**src/source/board_pkg.sv**
```systemverilog
package board_pkg;

  // memory geometry
  localparam int addr_w = 10;
  localparam int data_w = 32;

  // uart bit period in clock cycles
  localparam int clks_per_bit = 8;

  // display scan period in clock cycles
  localparam int scan_div = 4;

  // counter widths derived from the periods above
  localparam int cnt_w  = $clog2(clks_per_bit);
  localparam int scan_w = $clog2(scan_div);

  // counter compare points
  // bit_mid is half a bit after the start edge
  localparam logic [cnt_w-1:0] bit_mid  = cnt_w'(clks_per_bit / 2 - 1);
  localparam logic [cnt_w-1:0] bit_last = cnt_w'(clks_per_bit - 1);

  localparam logic [scan_w-1:0] scan_last = scan_w'(scan_div - 1);

  // what the display and leds show
  typedef enum logic {
    show_load_addr,
    show_mem_word
  } disp_src_e;

  // uart receiver states
  typedef enum logic [1:0] {
    idle,
    start,
    data,
    stop
  } rx_state_e;

endpackage : board_pkg
```
**src/source/word_loader.sv**
```systemverilog
`timescale 1ns/1ps

module word_loader (
  input  logic                         clk,
  input  logic                         rst_n,
  input  logic                         prog,
  input  logic [7:0]                   rx_byte,
  input  logic                         rx_valid,
  output logic                         wr_en,
  output logic [board_pkg::addr_w-1:0] wr_addr,
  output logic [board_pkg::data_w-1:0] wr_data
);

  logic       prog_q;
  logic       prog_rise;
  logic       take;
  logic [1:0] byte_cnt;

  assign prog_rise = prog & ~prog_q;

  // bytes only count in program mode
  assign take = prog & rx_valid & ~prog_rise;

  always_ff @(posedge clk) begin
    if (!rst_n) begin
      prog_q   <= 1'b0;
      byte_cnt <= '0;
      wr_addr  <= '0;
      wr_en    <= 1'b0;
    end else begin
      prog_q <= prog;
      // fourth byte completes the word
      wr_en  <= take && (byte_cnt == 2'd3);
      if (prog_rise) begin
        // new load session starts at word 0
        byte_cnt <= '0;
        wr_addr  <= '0;
      end else begin
        if (take) begin
          byte_cnt <= byte_cnt + 1'b1;
        end
        // address moves on once the write is issued, wraps at the top
        if (wr_en) begin
          wr_addr <= wr_addr + 1'b1;
        end
      end
    end
  end

  // little endian packing, first byte ends up in bits 7:0
  always_ff @(posedge clk) begin
    if (take) begin
      wr_data <= {rx_byte, wr_data[board_pkg::data_w-1:8]};
    end
  end

endmodule : word_loader

```
**config.mk**
```make
export PLATFORM = sky130hd
export DESIGN_NAME = word_loader
export DESIGN_NICKNAME = d
export VERILOG_FILES = /design/src/source/board_pkg.sv /design/src/source/word_loader.sv
export SDC_FILE = /design/constraint.sdc
export NUM_CORES = 1
export LEC_CHECK = 0
export ABC_AREA = 1
export BUFFER_PORTS_ARGS = -buffer_cell sky130_fd_sc_hd__buf_4
export CORE_MARGIN = 5
export CORE_UTILIZATION = 35
export CTS_CLUSTER_SIZE = 10
export DETAILED_ROUTE_END_ITERATION = 8
export PLACE_DENSITY = 0.68
export RECOVER_POWER = 100
export SLEW_MARGIN = 0
export SYNTH_ARGS = -nofsm -noshare
export SYNTH_HDL_FRONTEND = slang
export SYNTH_SLANG_ARGS = --single-unit
```
**constraint.sdc**
```tcl
create_clock -name clk -period 1.75 [get_ports clk]
set_input_delay 0.175 -clock clk [delete_from_list [all_inputs] [get_ports clk]]
set_output_delay 0.175 -clock clk [all_outputs]
set_load 0.01 [all_outputs]
```
==> impl_results.md <==
- Commonest non-fill, non-tap cell in the layout: clkbuf_1
- Final wirelength: 2820 um
- Launching point of the worst reg2reg path: wr_addr[0]
- Cell Area, Synth: 1580 um^2
- Largest net degree at the start of global routing: 31
- FF-to-FF setup slack: 500 ps
- Layout cell share with drive strength beyond 1: 11.7%
- Worst R2R Path Depth: 6
- Final nets: 193
- Wire per inst: 12.2 um
- Power density cells: 991 nW/um^2
- Initial antenna violation count: 0
- Rel. slew slack: 79.8%
- Final slew viol count: 0
- Clock sinks: 46
- Min Tclk post-route: about 1300 ps
- Leakage: 0.000699 uW
- Syn Area/Cell: 13.5 um^2
- DP Wirelength: about 2100 um
- GRT Util Overall: 9.78%
- DR vias/cell: 4.50
- Xor/xnor share of the synthesized area: less than 1%
- Largest family of logic cells by synthesized area: simple AND/OR/NAND/NOR gates
- Commonest non-fill, non-tap cells in the layout: clkbuf_1, edfxtp_1, nand2_1, nor2_1, dfxtp_1
- RSZ-0062 raised after global routing: false
- Site Rows: 24
- Via count: approximately 1000
- Reg2reg end: wr_addr[8]
- Overflow after GRT: 0
- Hold path endpoint: wr_data[28]
- Vias in the first global route: 1046
- Global-route wire length before repair: around 4700 um
- Synth Area in Simple Gates: 11.8%
- Crit-path max FO: 5
- CTS clk-pin slew, worst paths: ~80 ps
- Critical path class: reg2reg
- Pre-antenna DRT Iters: 4
- Crit path DAT: 1440 ps
- Final period util: a little over 70%
- Status: finished clean
- Most area-hungry cell type in the Yosys netlist: edfxtp_1
- Critical Path RT: 1940 ps
- DRT antenna net count: 0
- Placed Cells: roughly 220
- Gpl congestion: 0.775
- Worst Skew: 4.33 ps
- Post-Layout Cell Count: 232
- Distinct cells, synth: 13
- Root Buffer: clkbuf_8
- Fmax: 798 MHz
- Initial Util: 36.3%
- Final setup fails: 0
- Sum Neg Setup Slack: 0 ps
- Worst hold start: rx_byte[4]
- Crit. End Element: register
- Worst Hold Class: in2reg
- Area fraction in compound gates after synthesis: under 10%
- Hold Vio Cnt, Final: 0
- Max IR drop VDD: 0.314 mV
- WHS Path Cells: 1
- Synth area leaders: edfxtp_1, dfxtp_1, nand2_1
- Core ar.: between 4000 and 5000 um^2
- Clock Latency Late Sink: 290 ps
- Die area: ~6000 um^2
- Synth Instances: roughly 120
- Drt drc: 0
- Share of the synthesized area in the top cell type: roughly 61%
- Number of gates resized after cts: 0
- Hold-fix buffers, CTS: 0
- Ports: 55
- Worst-Margin Slew: 303 ps
- Mux share of post-synthesis cell area: 0%
- CTS max path bufs: 2
- Antenna cells: 0
- Synth warn: 0
- Post-synthesis register bit count: between 40 and 50
- Setup Fix Bufs, Post-CTS: 0
- Post-synthesis adder-cell area fraction: 1.58%
- CTS tree: done
- Die X-Extent: a little under 80 um
- Mapped Nets: 131
- I/O Buffers: 54
- Num CTS Buffers: 5
- Area growth, synth to finish: 26.9%
- CP startpoint kind: register
- Max-cap violation count: 0
- H-tree Lvls: 2
- Iter 0 DRT Violations: 51
- Height of the die: 77.2 um
- Post-synthesis sequential area ratio: 78.6%
## layer usage
metal	track usage, %	routed length [um]	vias to the layer above
li1	-	-	518
met1	11.4	1230	475
met2	15.2	1270	45
met3	4.92	296	5
met4	4.12	31	0
met5	0	0	-
## power by group
| part | internal [uW] | total [uW] | switching, uW |
|---|---|---|---|
| Sequential | 1170 | 1180 | 5.30 |
| Combinational | 25.0 | 58.3 | 33.3 |
| Clock | 420 | 751 | 331 |
| Total | 1620 | 1980 | 369 |
## area by class of cell
| cell class | instances | area (um^2) |
|---|---|---|
| Inverter | 11 | 41.3 |
| Clock inverter | 3 | 40.0 |
| Timing Repair Buffer | 55 | 260 |
| Fill cell | 439 | 2350 |
| Multi-Input combinational cell | 60 | 287 |
| Tap cell | 52 | 65.1 |
| Sequential cell | 46 | 1240 |
| Clock buffer | 5 | 68.8 |
## per-stage QoR
stage	instance area (um^2)	total power, uW	setup slack (ps)	util [%]	hold slack, ps
after floorplan	1580	1230	268	-	268
after global placement	2070	1270	603	47.5	355
after detailed placement	2070	1270	579	47.5	354
after CTS	2180	2020	570	50.0	49.4
after global routing	2000	2080	374	46.0	62.7
final	2000	1980	497	46.0	79.2
## logic make-up after synthesis
logic type	Yosys count
adders and majority gates	2
DFF	46
AOI/OAI and AO/OA	13
buffers and inverters	11
xor gates and xnor gates	1
and+or+nand+nor	44
## cell usage after synthesis (all sizes together)
master,number
nor2,16
nand3,7
nand2,21
xnor2,1
dfxtp,14
inv,11
o21ai,3
ha,2
a21oi,10
edfxtp,32
## sequential cells by signal, indices dropped and copies added, names as in the netlist
name / cells
byte_cnt: 2
prog_q: 1
wr_addr: 10
wr_data: 32
wr_en: 1
## critical path, stage by stage (launching register included)
cell and delay (ps):
dfxtp_1 410, ha_1 170, nand2_1 70, nor2_1 270, nand2_2 90, nor2_1 100
nor2_1 50
## worst max-delay path by stage
stage               start           to  slack [ps]
2_1_floorplan      prog_q   wr_data[0]         270
4_1_cts            prog_q   wr_data[5]         570
3_3_place_gp       prog_q  wr_data[13]         600
6_report       wr_addr[0]   wr_addr[8]         500
5_1_grt        wr_addr[0]   wr_addr[8]         370
3_5_place_dp       prog_q   wr_data[5]         580
(Power assumes the default switching activity.)
