## src/source/board_pkg.sv

```systemverilog
package board_pkg;

  // memory geometry
  localparam int addr_w = 10;
  localparam int data_w = 32;

  // uart bit period in clock cycles
  localparam int clks_per_bit = 8;

  // display scan period in clock cycles
  localparam int scan_div = 4;

  // counter widths derived from the periods above
  localparam int cnt_w  = $clog2(clks_per_bit);
  localparam int scan_w = $clog2(scan_div);

  // counter compare points
  // bit_mid is half a bit after the start edge
  localparam logic [cnt_w-1:0] bit_mid  = cnt_w'(clks_per_bit / 2 - 1);
  localparam logic [cnt_w-1:0] bit_last = cnt_w'(clks_per_bit - 1);

  localparam logic [scan_w-1:0] scan_last = scan_w'(scan_div - 1);

  // what the display and leds show
  typedef enum logic {
    show_load_addr,
    show_mem_word
  } disp_src_e;

  // uart receiver states
  typedef enum logic [1:0] {
    idle,
    start,
    data,
    stop
  } rx_state_e;

endpackage : board_pkg
```

## src/source/uart_rx.sv

```systemverilog
`timescale 1ns/1ps

module uart_rx (
  input  logic       clk,
  input  logic       rst_n,
  input  logic       rx,
  output logic [7:0] rx_byte,
  output logic       rx_valid
);

  logic                        rx_meta;
  logic                        rx_sync;
  board_pkg::rx_state_e        state;
  logic [board_pkg::cnt_w-1:0] cnt;
  logic [2:0]                  bit_idx;
  logic [7:0]                  shift;

  // two flop synchroniser, line idles high
  always_ff @(posedge clk) begin
    if (!rst_n) begin
      rx_meta <= 1'b1;
      rx_sync <= 1'b1;
    end else begin
      rx_meta <= rx;
      rx_sync <= rx_meta;
    end
  end

  always_ff @(posedge clk) begin
    if (!rst_n) begin
      state    <= board_pkg::idle;
      cnt      <= '0;
      bit_idx  <= '0;
      rx_valid <= 1'b0;
    end else begin
      rx_valid <= 1'b0;
      case (state)
        board_pkg::idle: begin
          cnt <= '0;
          if (!rx_sync) begin
            state <= board_pkg::start;
          end
        end
        board_pkg::start: begin
          if (cnt == board_pkg::bit_mid) begin
            cnt     <= '0;
            bit_idx <= '0;
            // glitch if the line is already back high
            state   <= rx_sync ? board_pkg::idle : board_pkg::data;
          end else begin
            cnt <= cnt + 1'b1;
          end
        end
        board_pkg::data: begin
          if (cnt == board_pkg::bit_last) begin
            cnt     <= '0;
            bit_idx <= bit_idx + 1'b1;
            if (bit_idx == 3'd7) begin
              state <= board_pkg::stop;
            end
          end else begin
            cnt <= cnt + 1'b1;
          end
        end
        board_pkg::stop: begin
          if (cnt == board_pkg::bit_last) begin
            state    <= board_pkg::idle;
            // framing error drops the byte
            rx_valid <= rx_sync;
          end else begin
            cnt <= cnt + 1'b1;
          end
        end
        default: state <= board_pkg::idle;
      endcase
    end
  end

  // lsb first into the shift register
  always_ff @(posedge clk) begin
    if (state == board_pkg::data && cnt == board_pkg::bit_last) begin
      shift <= {rx_sync, shift[7:1]};
    end
    if (state == board_pkg::stop && cnt == board_pkg::bit_last && rx_sync) begin
      rx_byte <= shift;
    end
  end

endmodule : uart_rx

```

## config.mk

```make
export PLATFORM = sky130hd
export DESIGN_NAME = uart_rx
export DESIGN_NICKNAME = d
export VERILOG_FILES = /design/src/source/board_pkg.sv /design/src/source/uart_rx.sv
export SDC_FILE = /design/constraint.sdc
export NUM_CORES = 1
export LEC_CHECK = 0
export BUFFER_PORTS_ARGS = -buffer_cell sky130_fd_sc_hd__clkbuf_2
export CAP_MARGIN = 20
export CORE_UTILIZATION = 59
export DETAILED_ROUTE_END_ITERATION = 6
export GPL_TIMING_DRIVEN = 0
export PLACE_DENSITY = 0.89
export SYNTH_ARGS = -nofsm -noshare
export SYNTH_HDL_FRONTEND = slang
export SYNTH_SLANG_ARGS = --single-unit
```

## constraint.sdc

```tcl
create_clock -name clk -period 4.4 [get_ports clk]
set_input_delay 0.88 -clock clk [delete_from_list [all_inputs] [get_ports clk]]
set_output_delay 0.88 -clock clk [all_outputs]
set_load 0.05 [all_outputs]
```

==> impl_metrics.json <==
{
  "total_power_mw": 0.382,
  "place.gp.congestion": 0.808,
  "ys.flop_type": "edfxtp_1",
  "critPathSlowestCell": "nor2_1",
  "design_area_um2": 1180,
  "drc_errors": 0,
  "num_io_pins": 12,
  "worst-path-buf-inv": 1,
  "cts.sinks": 27,
  "gr-total-overflow": 0,
  "wl_met2_um": 847,
  "min_path_type": "reg -> reg",
  "syn_to_final_growth_pct": 10.8,
  "synth_xor_area_share_pct": 0,
  "fin_crit_ps": 2030,
  "finalSetupTns_ps": 0,
  "grt_pass1_vias": 656,
  "fin_crit_sh_pct": 46.1,
  "nNetsFinal": 111,
  "drt-initial-drc-count": 8,
  "crit_start": "cnt[0]",
  "power.density_nw_per_um2": 323,
  "synthMuxAreaShare_pct": 0.939,
  "n_antenna_cell": 0,
  "grt_pass1_wl_mm": 2.97,
  "antenna_found_initial": 0,
  "ant_nets": 0,
  "fp.dieW_um": 44.5,
  "cp_cell_sequence": "ha_1 > ha_1 > buf_2 > nand2_1 > nor2_1",
  "initial_core_util_pct": 66.9,
  "holdPathStages": 1,
  "synth-compound-area-share_pct": 7.51,
  "crit_arrival_ps": 2010,
  "synth-seq-cells": 27,
  "yosysUniqueCellTypes": 22,
  "dr_wl_met3_um": 53,
  "wl_met1_um": 783,
  "yosysWarnings": 0,
  "grt_util_all_layers_pct": 21.7,
  "top_layer_used": "met4",
  "synth_common_cells": "edfxtp_1, dfxtp_1, a21oi_1",
  "cellLeakagePower_nw": 0.445,
  "r2r-end": "rx_byte[0]",
  "clock_latency_ps": 330,
  "port_buffers": 11,
  "rr_startpoint": "cnt[0]",
  "critPathKind": "reg -> reg",
  "finalSetupViolCount": 0,
  "synth_fa_ha_area_share_pct": 8.22,
  "numCtsBuffers": 3,
  "syn-num-nets": 95,
  "drive_gt1_share_pct": 18.0,
  "rsz0062_at_grt": "no",
  "synth.area.top_cells": "edfxtp_1, dfxtp_1, ha_1",
  "ir_drop_mv": 0.279,
  "hpwl_mm": 1.24,
  "cts_resized": 0,
  "r2r_cells": 5,
  "drt-pass1-iter-count": 4,
  "synth.most_common_cell": "edfxtp_1",
  "hold_buffers": 0,
  "status": "completed",
  "fin_hold_ws_ps": 433,
  "root_buffer": "clkbuf_4",
  "hold_end": "rx_sync",
  "crit_fanout": 10,
  "finClkSkew_ps": 5.36,
  "clk_path_buf_depth": 2,
  "syn_inst": 85,
  "required_ps": 4380,
  "synthSimpleGateAreaFrac_pct": 15.1,
  "wl_per_cell_um": 13.9,
  "synth-edff-count": 16,
  "synthArstFlopShare_pct": 0,
  "vias": 679,
  "cap_viol_max_count": 0,
  "post_cts_buffers": 0,
  "synth_top_family_by_area": "simple AND/OR/NAND/NOR gates",
  "reg2reg_setup_slack_ps": 2370,
  "cts_tree": "done",
  "finalHoldViolations": 0,
  "worst_path_largest_cell_delay_ps": 560,
  "syn-cell-area_um2": 1070,
  "fp.dieH_um": 44.5,
  "fp.dieArea_um2": 1980,
  "yosys.area.top_type_share_pct": 45.1,
  "fmax_mhz": 493,
  "synth_top_area_cell": "edfxtp_1",
  "cts_max_level": 1,
  "drv_slew": 0,
  "coreArea_um2": 1590,
  "grt_max_degree": 17,
  "tightest_slew_ps": 663,
  "synth-seq-area-share_pct": 65.7,
  "crit_family": "simple AND/OR/NAND/NOR gates",
  "viasPerCell": 5.48,
  "cp_common_cell": "ha_1",
  "wl_mm": 1.72,
  "min_from": "rx_meta",
  "cts.clk_slew.worst_paths_ps": 140,
  "worstSetupEndpointType": "flip-flop",
  "avgSynthCellArea_um2": 12.5,
  "cp.depth": 5,
  "cp-start-kind": "flip-flop",
  "rows": 14,
  "relSlewSlack_pct": 55.6,
  "place_area_um2": 1150
}
-- worst reg2reg max path, stage by stage, from the launching register on --
cell	delay [ps]
dfxtp_1	390
ha_1	240
ha_1	160
buf_2	180
nand2_1	140
nor2_1	560
-- metal layers --
layer | vias up | GRT usage (%)
met4 | 0 | 10.9
li1 | 339 | -
met2 | 18 | 37.1
met5 | - | 0
met3 | 5 | 3.67
met1 | 317 | 26.6
-- registers in the layout, indices dropped and copies added, names as in the netlist, named ones only --
register,flops
rx_valid,1
cnt,3
rx_meta,1
state,1
rx_sync,1
shift,8
rx_byte,8
bit_idx,3
-- logic make-up (layout without fill, tap and decap cells) --
logic type | Yosys count | after routing
muxes | 1 | 1
adders and majority gates | 7 | 7
buffers and inverters | 6 | 21
DFF | 27 | 27
AOI/OAI and AO/OA | 15 | 15
and+or+nand+nor | 29 | 29
-- layout by cell type (no fill, tap or decap), drive strengths merged, types with 2 or more instances in the layout --
| master | netlist | layout |
|---|---|---|
| edfxtp | 16 | 16 |
| inv | 3 | 3 |
| o21ai | 4 | 4 |
| a21oi | 8 | 8 |
| a31oi | 2 | 2 |
| ha | 7 | 7 |
| nor3 | 7 | 7 |
| nor2 | 3 | 3 |
| clkbuf | 0 | 14 |
| buf | 3 | 3 |
| nand2b | 5 | 5 |
| nand2 | 6 | 6 |
| dfxtp | 11 | 11 |
-- cell type report --
type / count / area (um^2)
multi-input cells: 52 / 339
clock inverters: 1 / 7.51
plain buffers: 3 / 15.0
well taps: 24 / 30.0
flip-flops and latches: 27 / 701
inverters: 3 / 11.3
repair buffers: 11 / 55.1
clock buffers: 3 / 22.5
fillers: 106 / 413
-- through the flow --
stage | std cells | setup slack, ps | utilization (%)
after global placement | 120 | 2450 | 72.2
after floorplan | 85 | 2670 | -
after detailed placement | 120 | 2380 | 72.2
after CTS | 124 | 2360 | 74.1
final | 124 | 2370 | 74.1
after global routing | 124 | 2180 | 74.1
-- power by group --
group          internal [mW]  switching [mW]
combinational        0.00349         0.00454
clock                 0.0348          0.0712
sequential             0.266         0.00155
-- worst max-delay path by stage --
| stage | end |
|---|---|
| 5_1_grt | rx_byte[0] |
| 2_1_floorplan | rx_byte[0] |
| 6_report | rx_byte[0] |
| 3_5_place_dp | rx_byte[0] |
| 4_1_cts | rx_byte[0] |
| 3_3_place_gp | shift[3] |
(Power assumes the default switching activity.)
