### src/source/board_pkg.sv
package board_pkg;

  // memory geometry
  localparam int addr_w = 10;
  localparam int data_w = 32;

  // uart bit period in clock cycles
  localparam int clks_per_bit = 8;

  // display scan period in clock cycles
  localparam int scan_div = 4;

  // counter widths derived from the periods above
  localparam int cnt_w  = $clog2(clks_per_bit);
  localparam int scan_w = $clog2(scan_div);

  // counter compare points
  // bit_mid is half a bit after the start edge
  localparam logic [cnt_w-1:0] bit_mid  = cnt_w'(clks_per_bit / 2 - 1);
  localparam logic [cnt_w-1:0] bit_last = cnt_w'(clks_per_bit - 1);

  localparam logic [scan_w-1:0] scan_last = scan_w'(scan_div - 1);

  // what the display and leds show
  typedef enum logic {
    show_load_addr,
    show_mem_word
  } disp_src_e;

  // uart receiver states
  typedef enum logic [1:0] {
    idle,
    start,
    data,
    stop
  } rx_state_e;

endpackage : board_pkg
### src/source/seg_scan.sv
`timescale 1ns/1ps

module seg_scan (
  input  logic                         clk,
  input  logic                         rst_n,
  input  logic [board_pkg::data_w-1:0] disp_word,
  output logic [7:0]                   an,
  output logic [6:0]                   sev_out
);

  logic [board_pkg::scan_w-1:0] tick_cnt;
  logic                         tick;
  logic [2:0]                   digit;
  logic [2:0]                   digit_nxt;
  logic [3:0]                   nibble;

  assign tick      = (tick_cnt == board_pkg::scan_last);
  assign digit_nxt = digit + 3'd1;

  // scan clock enable
  always_ff @(posedge clk) begin
    if (!rst_n) begin
      tick_cnt <= '0;
    end else if (tick) begin
      tick_cnt <= '0;
    end else begin
      tick_cnt <= tick_cnt + 1'b1;
    end
  end

  // one anode low at a time, nibble k on digit k
  always_ff @(posedge clk) begin
    if (!rst_n) begin
      digit  <= '0;
      an     <= 8'hfe;
      nibble <= '0;
    end else if (tick) begin
      digit  <= digit_nxt;
      an     <= ~(8'd1 << digit_nxt);
      nibble <= disp_word[{digit_nxt, 2'b00} +: 4];
    end
  end

  // segments active low, bit 6 is segment a
  always_comb begin
    case (nibble)
      4'h0:    sev_out = 7'b0000001;
      4'h1:    sev_out = 7'b1001111;
      4'h2:    sev_out = 7'b0010010;
      4'h3:    sev_out = 7'b0000110;
      4'h4:    sev_out = 7'b1001100;
      4'h5:    sev_out = 7'b0100100;
      4'h6:    sev_out = 7'b0100000;
      4'h7:    sev_out = 7'b0001111;
      4'h8:    sev_out = 7'b0000000;
      4'h9:    sev_out = 7'b0000100;
      4'ha:    sev_out = 7'b0001000;
      4'hb:    sev_out = 7'b1100000;
      4'hc:    sev_out = 7'b0110001;
      4'hd:    sev_out = 7'b1000010;
      4'he:    sev_out = 7'b0110000;
      4'hf:    sev_out = 7'b0111000;
      default: sev_out = 7'b1111111;
    endcase
  end

endmodule : seg_scan

### config.mk
export PLATFORM = sky130hd
export DESIGN_NAME = seg_scan
export DESIGN_NICKNAME = d
export VERILOG_FILES = /design/src/source/board_pkg.sv /design/src/source/seg_scan.sv
export SDC_FILE = /design/constraint.sdc
export NUM_CORES = 1
export LEC_CHECK = 0
export ABC_AREA = 1
export BUFFER_PORTS_ARGS = -buffer_cell sky130_fd_sc_hd__buf_4
export CAP_MARGIN = 20
export CORE_UTILIZATION = 46
export CTS_CLUSTER_SIZE = 20
export DETAILED_ROUTE_END_ITERATION = 16
export PLACE_DENSITY_LB_ADDON = 0.15
export SLEW_MARGIN = 10
export SYNTH_ARGS = -nofsm -noshare
export SYNTH_HDL_FRONTEND = slang
export SYNTH_SLANG_ARGS = --single-unit
### constraint.sdc
create_clock -name clk -period 2 [get_ports clk]
set_input_delay 0.4 -clock clk [delete_from_list [all_inputs] [get_ports clk]]
set_output_delay 0.4 -clock clk [all_outputs]
set_load 0.02 [all_outputs]
==> impl_metrics.env <==
export IMPL_track_usage_pct=21.7
export IMPL_cts_sinks=24
export IMPL_power_density_nw_per_um2=558
export IMPL_syn_area_um2=1600
export IMPL_min_path_type="input port to flop"
export IMPL_place_ws_ns=0.0124
export IMPL_syn_to_final_growth_pct=40.0
export IMPL_grt_pass1_wl_um=6040
export IMPL_fin_worst_skew_ns=0.00344
export IMPL_die_height_um=61.0
export IMPL_synth_top_cell_area_share_pct=30.0
export IMPL_initial_utilization_pct=47.9
export IMPL_leakage_uw=0.00127
export IMPL_outcome="finished, final reports clean"
export IMPL_synthCells=235
export IMPL_switching_power_uw=372
export IMPL_slowest_stage="dfxtp_4"
export IMPL_routedWlPerCell_um=10.6
export IMPL_hold_viol_final=0
export IMPL_finalMaxSlewViolations=0
export IMPL_cpPeakStageDelay_ns=0.45
export IMPL_period_needed_ns=1.90
export IMPL_h_tree_depth=1
export IMPL_synthArstFlopShare_pct=0
export IMPL_grt_antenna_before_repair=0
export IMPL_synth_distinct_cells=29
export IMPL_synth_avg_cell_area_um2=6.80
export IMPL_start_kind="flop"
export IMPL_cp_data_arrival_time_ns=2.17
export IMPL_min_from="rst_n"
export IMPL_clkTransAtPathRegs_ns=0.14
export IMPL_total_power_uw=1250
export IMPL_cts_root_buf="clkbuf_4"
export IMPL_drv_cap=0
export IMPL_synth_edf_count=0
export IMPL_worstMarginPinSlew_ns=0.255
export IMPL_top_level_ports=49
export IMPL_required_ns=2.27
export IMPL_fillCellCount=309
export IMPL_ir_drop_mv=0.253
export IMPL_period_share_pct=95.1
export IMPL_coreArea_um2=3340
export IMPL_yosysWarnings=0
export IMPL_nNetsFinal=340
export IMPL_cts_tree="built"
export IMPL_swShare_pct=29.8
export IMPL_die_w_um=61.0
export IMPL_path_cells="inv_6, ha_4, inv_8, nand3_2, nand2_1, nand2_1, nand3_4, nand2_8, inv_4, ha_4, or2_0, o21ai_1"
export IMPL_route_detailed_drc=0
export IMPL_r2r_slack_ns=0.1
export IMPL_intPower_uw=877
export IMPL_cp_top_family="simple AND/OR/NAND/NOR gates"
export IMPL_fin_ws_ns=0.0981
export IMPL_p_comb_share_pct=29.1
export IMPL_ff2ff_path_depth=12
export IMPL_fp_row_count=21
export IMPL_yosys_area_top_type="dfxtp_1"
export IMPL_vias_per_cell=4.69
export IMPL_diodes=0
export IMPL_gp_congestion=0.871
export IMPL_ant_nets=0
export IMPL_hold_path_end="an[7]$_SDFFE_PN1N_"
export IMPL_numCtsBuffers=3
export IMPL_p_seq_share_pct=41.8
export IMPL_yosys_top_cells_area="dfxtp_1 (30%), nand2_1 (18%), ha_1 (9.4%)"
export IMPL_grt_remaining_overflow=0
export IMPL_r2r_start="digit[0]$_SDFFE_PN0N_"
export IMPL_routed_wirelength_um=3590
export IMPL_dp_cells=329
export IMPL_grt_max_degree=18
export IMPL_ys_ff_latch=24
export IMPL_path_buf_inv=3
export IMPL_stdcell_count=339
export IMPL_fmax_ghz=0.526
export IMPL_synthFlopType="dfxtp_1"
export IMPL_drt_iter0_markers=68
export IMPL_power_frac_clock_pct=29.1
export IMPL_crit_type="flop to flop"
export IMPL_hpwl_um=2670
export IMPL_syn_nets=281
export IMPL_setup_violations=0
export IMPL_hold_path_depth=2
export IMPL_worstPathMaxFanout=7
export IMPL_clk_latency_ns=0.33
export IMPL_r2r_end="sev_out[4]$_DFF_P_"
export IMPL_vias=1589
export IMPL_first_pass_iters=4
export IMPL_max_slew_margin_pct=82.9
export IMPL_cts_buffer_depth=2
export IMPL_cts_hold_fix_buffers=0
export IMPL_crit_path_end_kind="flop"
export IMPL_drive_gt1_share_pct=35.5
export IMPL_grt_pass1_vias=1396
export IMPL_port_buffers=48
export IMPL_dieArea_um2=3720
export IMPL_yosysSeqAreaShare_pct=30.0
final cells by class:
cell class	instances	area, um^2	area share [%]
timing repair buffer	61	458	20.5
clock inverter	1	30.0	1.34
clock buffer	3	22.5	1.01
tap	46	57.6	2.57
sequential	24	488	21.8
inverter	43	183	8.16
multi-input combinational	161	1000	44.7
cells by family (layout without fill, tap and decap cells):
group	count (synthesis)	after routing	share of synthesized area (%)
AOI/OAI and AO/OA	22	22	9.00
adders and majority gates	12	12	9.39
buffers and inverters	50	108	14.2
DFF	24	24	30.0
and+or+nand+nor	127	127	37.3
worst max-delay path by stage:
stage                                from                  to  slack [ns]  depth (start not counted)
floorplan           digit[0]$_SDFFE_PN0N_  sev_out[3]$_DFF_P_       -0.02                         16
global placement    digit[0]$_SDFFE_PN0N_  sev_out[3]$_DFF_P_        0.03                         14
detailed placement  digit[0]$_SDFFE_PN0N_  sev_out[3]$_DFF_P_        0.01                         14
CTS                 digit[1]$_SDFFE_PN0N_  sev_out[4]$_DFF_P_       0.005                         12
global route        digit[0]$_SDFFE_PN0N_  sev_out[3]$_DFF_P_       -0.02                         14
finish              digit[0]$_SDFFE_PN0N_  sev_out[4]$_DFF_P_         0.1                         12
synth_stat cells, types with 2 or more instances:
| cell | n |
|---|---|
| ha_1 | 12 |
| buf_2 | 2 |
| o211ai_1 | 4 |
| a31oi_1 | 4 |
| o21ai_1 | 3 |
| inv_1 | 38 |
| nand2_4 | 2 |
| a21oi_1 | 5 |
| dfxtp_1 | 24 |
| nand2_1 | 75 |
| nand2_2 | 8 |
| buf_6 | 3 |
| nand3_1 | 22 |
| inv_4 | 2 |
| nor2_1 | 12 |
| nand3_2 | 3 |
| o21ai_0 | 4 |
repair_timing:
| action | in CTS | in global routing |
|---|---|---|
| pin swaps | 0 | 3 |
| resized for setup | 1 | 13 |
| buffers inserted | 0 | 6 |
| setup endpoints to repair | 1 | 7 |
through the flow:
step                setup TNS [ns]  util, %  hold slack (ns)  cell area [um^2]
detailed placement               0     62.6            0.422              2090
global route               -0.0237     67.1            0.392              2240
CTS                              0     64.2            0.368              2140
floorplan                  -0.0689        -            0.399              1680
global placement                 0     62.6            0.411              2090
finish                           0     67.1            0.390              2240
metal layers:
layer  track usage [%]  vias to the layer above  part of all wire (%)
met5                 0                        -                     0
met4              4.87                        0                   1.4
met3              3.20                        4                   3.0
met2              38.8                       30                    50
met1              27.4                      712                    45
li1                  -                      843                     -
sequential cells by signal, indices dropped and copies added (netlist names):
name	count
nibble	4
digit	3
an	8
sev_out	7
tick_cnt	2
power groups by stage:
stage / sequential [uW] / combinational (uW) / clock [uW]
finish: 522 / 363 / 363
floorplan: 550 / 213 / 0
detailed placement: 534 / 344 / 0
CTS: 523 / 345 / 364
global route: 527 / 408 / 385
global placement: 533 / 343 / 0
placed cells by master (no fill, tap or decap), drive strengths merged:
master,Yosys,routed
nand2,85,85
buf,6,61
inv,42,42
nand3,26,26
dfxtp,24,24
nor2,13,13
ha,12,12
o21ai,7,7
a21oi,6,6
o211ai,5,5
a31oi,4,4
clkbuf,1,3
or2,2,2
clkinv,1,1
nand3b,1,1
bufinv,0,1
No activity file was read; power rests on OpenSTA's default activity.
