[src/source/board_pkg.sv]
package board_pkg;

  // memory geometry
  localparam int addr_w = 10;
  localparam int data_w = 32;

  // uart bit period in clock cycles
  localparam int clks_per_bit = 8;

  // display scan period in clock cycles
  localparam int scan_div = 4;

  // counter widths derived from the periods above
  localparam int cnt_w  = $clog2(clks_per_bit);
  localparam int scan_w = $clog2(scan_div);

  // counter compare points
  // bit_mid is half a bit after the start edge
  localparam logic [cnt_w-1:0] bit_mid  = cnt_w'(clks_per_bit / 2 - 1);
  localparam logic [cnt_w-1:0] bit_last = cnt_w'(clks_per_bit - 1);

  localparam logic [scan_w-1:0] scan_last = scan_w'(scan_div - 1);

  // what the display and leds show
  typedef enum logic {
    show_load_addr,
    show_mem_word
  } disp_src_e;

  // uart receiver states
  typedef enum logic [1:0] {
    idle,
    start,
    data,
    stop
  } rx_state_e;

endpackage : board_pkg
[src/source/debug_ctrl.sv]
`timescale 1ns/1ps

module debug_ctrl (
  input  logic                         clk,
  input  logic                         rst_n,
  input  logic                         prog,
  input  logic                         addr_up,
  input  logic                         addr_dn,
  input  logic [board_pkg::addr_w-1:0] wr_addr,
  output logic [board_pkg::addr_w-1:0] rd_addr,
  input  logic [board_pkg::data_w-1:0] rd_data,
  output logic [board_pkg::data_w-1:0] disp_word
);

  logic                 up_q;
  logic                 dn_q;
  logic                 up_rise;
  logic                 dn_rise;
  board_pkg::disp_src_e disp_src;

  assign up_rise = addr_up & ~up_q;
  assign dn_rise = addr_dn & ~dn_q;

  // view address, steps one word per button press
  always_ff @(posedge clk) begin
    if (!rst_n) begin
      up_q    <= 1'b0;
      dn_q    <= 1'b0;
      rd_addr <= '0;
    end else begin
      up_q <= addr_up;
      dn_q <= addr_dn;
      if (up_rise && !dn_rise) begin
        rd_addr <= rd_addr + 1'b1;
      end else if (dn_rise && !up_rise) begin
        rd_addr <= rd_addr - 1'b1;
      end
    end
  end

  // display source and the word it selects
  always_ff @(posedge clk) begin
    if (!rst_n) begin
      disp_src  <= board_pkg::show_load_addr;
      disp_word <= '0;
    end else begin
      disp_src <= prog ? board_pkg::show_load_addr : board_pkg::show_mem_word;
      if (disp_src == board_pkg::show_load_addr) begin
        disp_word <= {{(board_pkg::data_w - board_pkg::addr_w){1'b0}}, wr_addr};
      end else begin
        disp_word <= rd_data;
      end
    end
  end

endmodule : debug_ctrl

[config.mk]
export PLATFORM = sky130hd
export DESIGN_NAME = debug_ctrl
export DESIGN_NICKNAME = d
export VERILOG_FILES = /design/src/source/board_pkg.sv /design/src/source/debug_ctrl.sv
export SDC_FILE = /design/constraint.sdc
export NUM_CORES = 1
export LEC_CHECK = 0
export BUFFER_PORTS_ARGS = -buffer_cell sky130_fd_sc_hd__buf_4
export CAP_MARGIN = 20
export CORE_UTILIZATION = 35
export CTS_BUF_LIST = sky130_fd_sc_hd__clkbuf_16
export CTS_CLUSTER_DIAMETER = 30
export DETAILED_ROUTE_END_ITERATION = 8
export PLACE_DENSITY_LB_ADDON = 0.15
export RECOVER_POWER = 50
export SLEW_MARGIN = 20
export SYNTH_ARGS = -nofsm -noshare
export SYNTH_HDL_FRONTEND = slang
export SYNTH_SLANG_ARGS = --single-unit
[constraint.sdc]
create_clock -name clk -period 5.9 [get_ports clk]
set_clock_uncertainty 0.2 [all_clocks]
set_input_delay 0.295 -clock clk [delete_from_list [all_inputs] [get_ports clk]]
set_output_delay 0.295 -clock clk [all_outputs]
set_load 0.03 [all_outputs]
==> results of run 1 <==
## metal layers
metal	wire (µm)	up-vias
li1	-	853
met1	1957	725
met2	1936	57
met3	311	7
met4	55	0
met5	0	-
## state kept, by name (all words and copies together) (netlist names)
name       cells
up_q           1
dn_q           1
disp_src       1
disp_word     32
rd_addr       10
## cells by family after synthesis
group                    count (synthesis)  share of synthesized area (%)
AND/OR/NAND/NOR                         76                          23.69
flip-flops                              45                          46.48
AO/OA/AOI/OAI                           31                          11.30
buffers and inverters                   18                          3.615
multiplexers                            12                          6.714
adder cells (fa/ha/maj)                 10                          6.843
XOR/XNOR                                 3                          1.356
## worst max path at each step
stage,end,cells past startpoint,startpoint
2_1_floorplan,rd_addr[8]$_SDFFE_PN0P_,9,addr_up
3_3_place_gp,rd_addr[8]$_SDFFE_PN0P_,10,addr_up
3_5_place_dp,rd_addr[8]$_SDFFE_PN0P_,10,addr_up
4_1_cts,rd_addr[8]$_SDFFE_PN0P_,9,dn_q$_SDFF_PN0_
5_1_grt,rd_addr[8]$_SDFFE_PN0P_,9,dn_q$_SDFF_PN0_
6_report,rd_addr[8]$_SDFFE_PN0P_,9,dn_q$_SDFF_PN0_
## power groups by stage
stage / Clock, mW / Sequential [mW] / Combinational (mW)
6_report: 0.358 / 0.361 / 0.342
5_1_grt: 0.386 / 0.365 / 0.381
3_5_place_dp: 0 / 0.368 / 0.349
4_1_cts: 0.368 / 0.362 / 0.351
2_1_floorplan: 0 / 0.417 / 0.193
3_3_place_gp: 0 / 0.369 / 0.347
## stage by stage
stage	total power, mW	hold slack, ns
global route	1.132	0.01963
global placement	0.7159	0.2528
detailed placement	0.7167	0.2546
floorplan	0.6102	0.1666
CTS	1.081	0.01869
finish	1.061	0.02026
## synthesized netlist by cell type (2+ instances only)
cell and count:
and3_1 26, buf_2 2, o21ai_0 4, clkbuf_1 10, nand3_1 7, nor2b_1 14
ha_1 9, xor2_1 2, mux2_4 2, inv_1 6, and2_1 6, nand2_1 7
a211oi_2 2, o21ai_1 3, mux2i_1 10, a21oi_1 8, o21a_1 5, nand4_1 5
nor2_1 5, dfxtp_1 45
## critical path: cells and delay by family (launching register included)
family / cells / cell delay, ns
compound gates: 3 / 0.75
fa+ha+maj: 2 / 0.58
buf+inv: 1 / 0.28
flops: 1 / 0.29
mux: 1 / 0.34
simple gates: 2 / 0.28
## cells in the final DEF (no fill, tap or decap), drive strengths merged, types with 2 or more instances in the layout
cell type and n:
and3 26, ha 9, and2 6, inv 7
a211oi 3, a21oi 8, clkbuf 30, nand4 5
xor2 2, nor2 5, mux2i 10, nor2b 15
o21ai 7, bufinv 2, buf 63, nand2 7
dfxtp 45, mux2 2, nand3 8, o21a 5
## area by class of cell
cell class                      instances  area (µm²)  share of cell area, %
Clock inverter                          3       68.82                  2.502
Inverter                                6       22.52                 0.8189
Timing Repair Buffer                   89       576.8                  20.97
Sequential cell                        45       902.1                  32.80
Multi-Input combinational cell        132       967.2                  35.17
Tap cell                               70       87.58                  3.185
Clock buffer                            5       125.1                  4.550
## timing repair
action / CTS / global route
gates resized for setup: 0 / 0
hold buffers: 1 / 0
endpoints found under the hold margin: 1 / 0
==> qor.yml, run 1 <==
global_route:
  grt_util_met3_pct: 4.431
  use_met1_pct: 17.91
  antenna_found_initial: 0
  grt_max_degree: 56
  track_usage_pct: 15.41
  grt.busiest_layer: "met2"
  grt_pass1_wl_um: 7272
  grt_util_met2_pct: 26.94
  grt_pass1_vias: 1577
  grt_overflow: 0
cts:
  cts.sinks: 45
  cts_tree: "yes"
  numCtsBuffers: 5
  clk_latency_ns: 0.28
  clockBufferDepth: 2
  clockRootBuffer: "clkbuf_16"
  clk_pin_slew_ns: 0.06
  h-tree-depth: 2
  post_cts_buffers: 0
route:
  drt_iter0_drc: 51
  drcViolationCount: 0
  wire_per_inst_um: 12.17
  via_per_inst: 4.691
  first_pass_iters: 4
  via_count: 1642
  totalWireLength_um: 4260
  ant_nets: 0
sta:
  setup_tns_ns: 0
  hold_violations: 0
  fin_ws_ns: 3.112
  rsz0062_at_grt: "no"
  fin_crit_ns: 2.788
  fmax_mhz: 358.6
  slew_violations: 56
  worst_pin_slew_ns: 1.785
  finalSetupViolCount: 0
  finalCritPeriodShare_pct: 47.26
  max_slew_margin_pct: -19.00
place:
  dp_hpwl_um: 3062
  portBuffers: 88
  place_worst_setup_slack_ns: 2.999
  placed_area_um2: 2639
  place_congestion: 0.7718
  place_inst: 341
power:
  pwr-share-clk_pct: 33.7
  powerDensity_nw_per_um2: 385.8
  vdd.ir_drop.worst_mv: 0.1465
  power_leakage_nw: 1.289
  switchingPower_uw: 330.7
  seq_power_share_pct: 34.0
  swShare_pct: 31.17
  p_comb_share_pct: 32.2
  p_int_uw: 730.3
finish:
  final_area_um2: 2750
  diodes: 0
  drive_gt1_share_pct: 28.93
  final_cells: 350
  n_fill_cell: 503
  fin_nets: 336
  synthToLayoutAreaGrowth_pct: 41.90
  utilization_pct: 52.84
synthesis:
  synth_area_leaders: "dfxtp_1 (46%), and3_1 (8.4%), ha_1 (5.8%)"
  syn_nets: 252
  yosys.area.top_type: "dfxtp_1"
  synth_ff_type: "dfxtp_1"
  async_flop_share_pct: 0
  synth_edf_count: 0
  synth.cell_area_um2: 1938
  postSynthCellCount: 195
  yosysTopAreaCellShare_pct: 46.48
  yosys_warnings: 0
  synth-seq-cells: 45
  avgSynthCellArea_um2: 9.939
  synth_cell_types: 37
  yosysSeqAreaShare_pct: 46.48
run:
  cap_violations: 1
floorplan:
  fp.coreArea_um2: 5205
  num_io_pins: 89
  start_util_pct: 37.24
  placementRows: 26
  die_w_um: 76.42
  chipHeight_um: 76.42
  die_area_um2: 5839
outcome:
  status: "finished, violations left"
  violations: "capacitance limit, slew limit"
min_path:
  hp-start: "addr_dn"
  hold_depth: 2
  hold_class: "in2reg"
  whs_endpoint: "dn_q$_SDFF_PN0_"
critical_path:
  cp-end-kind: "register"
  worstPathMaxFanout: 10
  worstPathArrival_ns: 2.79
  required_ns: 5.91
  r2r_slack_ns: 3.11
  criticalPathCategory: "reg2reg"
  cp_cell_sequence: "nand2b_1, ha_1, inv_1, ha_1, nor2b_4, o31a_1, o41ai_2, mux2_4, a211oi_2"
  reg2regPathDepth: 9
  slowest_delay_ns: 0.35
  setup.worst_path.start_class: "register"
  rr_startpoint: "dn_q$_SDFF_PN0_"
  r2r_end: "rd_addr[8]$_SDFFE_PN0P_"
  cp_common_cell: "ha_1"
  critPathSlowestCell: "ha_1"
Power figures use the tool's default switching activity.
==> inputs of run 2 (changes only) <==
==> constraint.sdc (replaced) <==
create_clock -name clk -period 2.6 [get_ports clk]
set_clock_uncertainty 0.2 [all_clocks]
set_input_delay 0.13 -clock clk [delete_from_list [all_inputs] [get_ports clk]]
set_output_delay 0.13 -clock clk [all_outputs]
set_load 0.03 [all_outputs]
==> run 2 against run 1 <==
Compared with the run above:
- the run now ends clean
- largest power group is now combinational cells
- power up 110%
- sequential power up 130%
- via count up 13%
- cell area up 14%
- global-route usage up 3.2 points
- worst setup slack worse by 3.0 ns
==> qor.yml, run 2 (synthesis gave the netlist of run 1 again) <==
power:
  power_leakage_nw: 1.408  # was 1.289 nW
  vdd.ir_drop.worst_mv: 0.3378  # was 0.1465 mV
  powerDensity_nw_per_um2: 723.9  # was 385.8 nW/µm²
sta:
  slew_violations: 0  # was 56
  hold_violations: 0  # unchanged
  max_slew_margin_pct: 58.41  # was -19.00%
  fin_crit_ns: 2.501  # was 2.788 ns
  finalCritPeriodShare_pct: 96.19  # was 47.26%
  worst_pin_slew_ns: 0.6229  # was 1.785 ns
  fmax_mhz: 399.9  # was 358.6 MHz
  rsz0062_at_grt: "no"  # unchanged
  finalSetupViolCount: 0  # unchanged
  setup_tns_ns: 0  # unchanged
cts:
  post_cts_buffers: 0  # unchanged
  numCtsBuffers: 5  # unchanged
  cts.sinks: 45  # unchanged
  h-tree-depth: 2  # unchanged
  clk_latency_ns: 0.28  # about the same
  clockBufferDepth: 2  # unchanged
  clk_pin_slew_ns: 0.06  # about the same
  clockRootBuffer: "clkbuf_16"  # unchanged
  cts_tree: "yes"  # unchanged
critical_path:
  critPathSlowestCell: "o41ai_2"  # was ha_1
  rr_startpoint: "dn_q$_SDFF_PN0_"  # unchanged
  slowest_delay_ns: 0.34  # was 0.35 ns
  required_ns: 2.61  # was 5.91 ns
  r2r_slack_ns: 0.1  # was 3.11 ns
  cp-end-kind: "register"  # unchanged
  criticalPathCategory: "reg2reg"  # unchanged
  r2r_end: "rd_addr[8]$_SDFFE_PN0P_"  # unchanged
  cp_num_buf_inv: 1  # unchanged
  critical-path-top-delay-family: "compound AO/OA/AOI/OAI gates"  # unchanged
  worstPathArrival_ns: 2.51  # was 2.79 ns
  cp_cell_sequence: "nand2b_1, ha_1, inv_2, ha_4, nor2b_4, o31a_1, o41ai_2, mux2_4, a211oi_2"  # was nand2b_1, ha_1, inv_1, ha_1, nor2b_4, o31a_1, o41ai_2, mux2_4, a211oi_2
  worstPathMaxFanout: 4  # was 10
  setup.worst_path.start_class: "register"  # unchanged
  reg2regPathDepth: 9  # unchanged
floorplan:
  start_util_pct: 37.24  # unchanged
  num_io_pins: 89  # unchanged
  fp.coreArea_um2: 5205  # unchanged
  die_w_um: 76.42  # unchanged
  chipHeight_um: 76.42  # unchanged
  die_area_um2: 5839  # unchanged
  placementRows: 26  # unchanged
global_route:
  antenna_found_initial: 0  # unchanged
  grt_overflow: 0  # unchanged
  grt_pass1_wl_um: 8631  # was 7272 µm
  track_usage_pct: 18.61  # was 15.41%
  grt_pass1_vias: 1800  # was 1577
  grt_max_degree: 56  # unchanged
route:
  totalWireLength_um: 5346  # was 4260 µm
  first_pass_iters: 4  # unchanged
  ant_nets: 0  # unchanged
  via_count: 1849  # was 1642
  via_per_inst: 4.634  # was 4.691
  drt_iter0_drc: 53  # was 51
  drcViolationCount: 0  # unchanged
  wire_per_inst_um: 13.40  # was 12.17 µm
finish:
  layout_common_cells: "buf_4 (50), dfxtp_1 (45), dlygate4sd3_1 (45), clkbuf_1 (41), and3_1 (26)"  # was buf_4 (63), dfxtp_1 (44), and3_1 (26), clkbuf_1 (25), nor2b_1 (14)
  final_common_cell: "buf_4"  # unchanged
  synthToLayoutAreaGrowth_pct: 62.04  # was 41.90%
  largestRegisters: "disp_word (32), rd_addr (10)"  # unchanged
  largest_reg_flops: 32  # unchanged
  drive_gt1_share_pct: 21.58  # was 28.93%
  fin_nets: 385  # was 336
  largest_register: "disp_word"  # unchanged
  diodes: 0  # unchanged
  final_cells: 399  # was 350
min_path:
  whs_endpoint: "rd_addr[4]$_SDFFE_PN0P_"  # was dn_q$_SDFF_PN0_
  hold_class: "in2reg"  # unchanged
  hold_depth: 2  # unchanged
  hp-start: "rst_n"  # was addr_dn
run:
  cap_violations: 0  # was 1
place:
  dp_hpwl_um: 3200  # was 3062 µm
  place_inst: 346  # was 341
  place_congestion: 0.8458  # was 0.7718
  portBuffers: 88  # unchanged
outcome:
  status: "completed"  # was finished, violations left
==> run 2: cell types whose count changed in the layout (fill, tap and decap cells not counted), moves of 2 or more <==
cell / before / now
bufinv_16: 2 / 0
clkbuf_1: 25 / 41
buf_4: 63 / 50
ha_1: 9 / 7
ha_4: 0 / 2
clkbuf_4: 0 / 2
dlygate4sd3_1: 1 / 45
==> run 2: metal layers <==
layer | vias up | track usage [%] | share of wire [%]
met1 | 833 | 23.93 | 48
met5 | - | 0 | 0
met4 | 0 | 6.731 | 1.3
met3 | 7 | 3.473 | 4.5
li1 | 950 | - | -
met2 | 59 | 30.90 | 46
==> run 2: how the worst max path moves through the flow <==
| stage | start | endpoint | slack [ns] | depth (start not counted) |
|---|---|---|---|---|
| floorplan | dn_q$_SDFF_PN0_ | rd_addr[8]$_SDFFE_PN0P_ | 0.06 | 9 |
| CTS | dn_q$_SDFF_PN0_ | rd_addr[8]$_SDFFE_PN0P_ | 0.07 | 9 |
| global route | dn_q$_SDFF_PN0_ | rd_addr[8]$_SDFFE_PN0P_ | 0.003 | 9 |
| finish | dn_q$_SDFF_PN0_ | rd_addr[8]$_SDFFE_PN0P_ | 0.1 | 9 |
| detailed placement | dn_q$_SDFF_PN0_ | rd_addr[8]$_SDFFE_PN0P_ | 0.10 | 9 |
| global placement | dn_q$_SDFF_PN0_ | rd_addr[8]$_SDFFE_PN0P_ | 0.13 | 9 |
==> run 2: stage by stage <==
stage	area [µm²]	power [mW]	setup WS, ns	utilization (%)	hold WS [ns]
after floorplan	1938	1.385	0.06240	-	0.001611
after global placement	2676	1.631	0.1308	51.42	0.08779
after detailed placement	2676	1.635	0.1045	51.42	0.08792
after CTS	3269	2.312	0.07332	62.81	0.1314
after global routing	3141	2.413	0.003032	60.34	0.1644
final	3141	2.273	0.09912	60.34	0.1382
==> run 2: power breakdown <==
part | internal [mW] | leakage, nW | switching (mW)
Clock | 0.353 | 0.0712 | 0.261
Combinational | 0.378 | 0.966 | 0.464
Sequential | 0.759 | 0.370 | 0.0594
==> run 2: cell type report <==
class / instances / area (µm²)
clock buffer: 5 / 125.1
clock inverter: 3 / 17.52
sequential: 45 / 900.9
inverter: 6 / 22.52
multi-input combinational: 132 / 992.2
tap: 70 / 87.58
fill: 466 / 2064
timing repair buffer: 138 / 994.7
==> run 2: timing repair <==
action / in CTS / in global routing
endpoints found under the setup margin: 0 / 1
endpoints found under the hold margin: 35 / 0
gates resized for setup: 0 / 3
hold buffers: 45 / 0
==> run 2: worst reg2reg max path, delay by kind of cell (launching register included) <==
family / cells / cell delay (ns)
mux: 1 / 0.34
fa+ha+maj: 2 / 0.43
compound gates: 3 / 0.81
simple gates: 2 / 0.26
buf+inv: 1 / 0.11
flops: 1 / 0.29
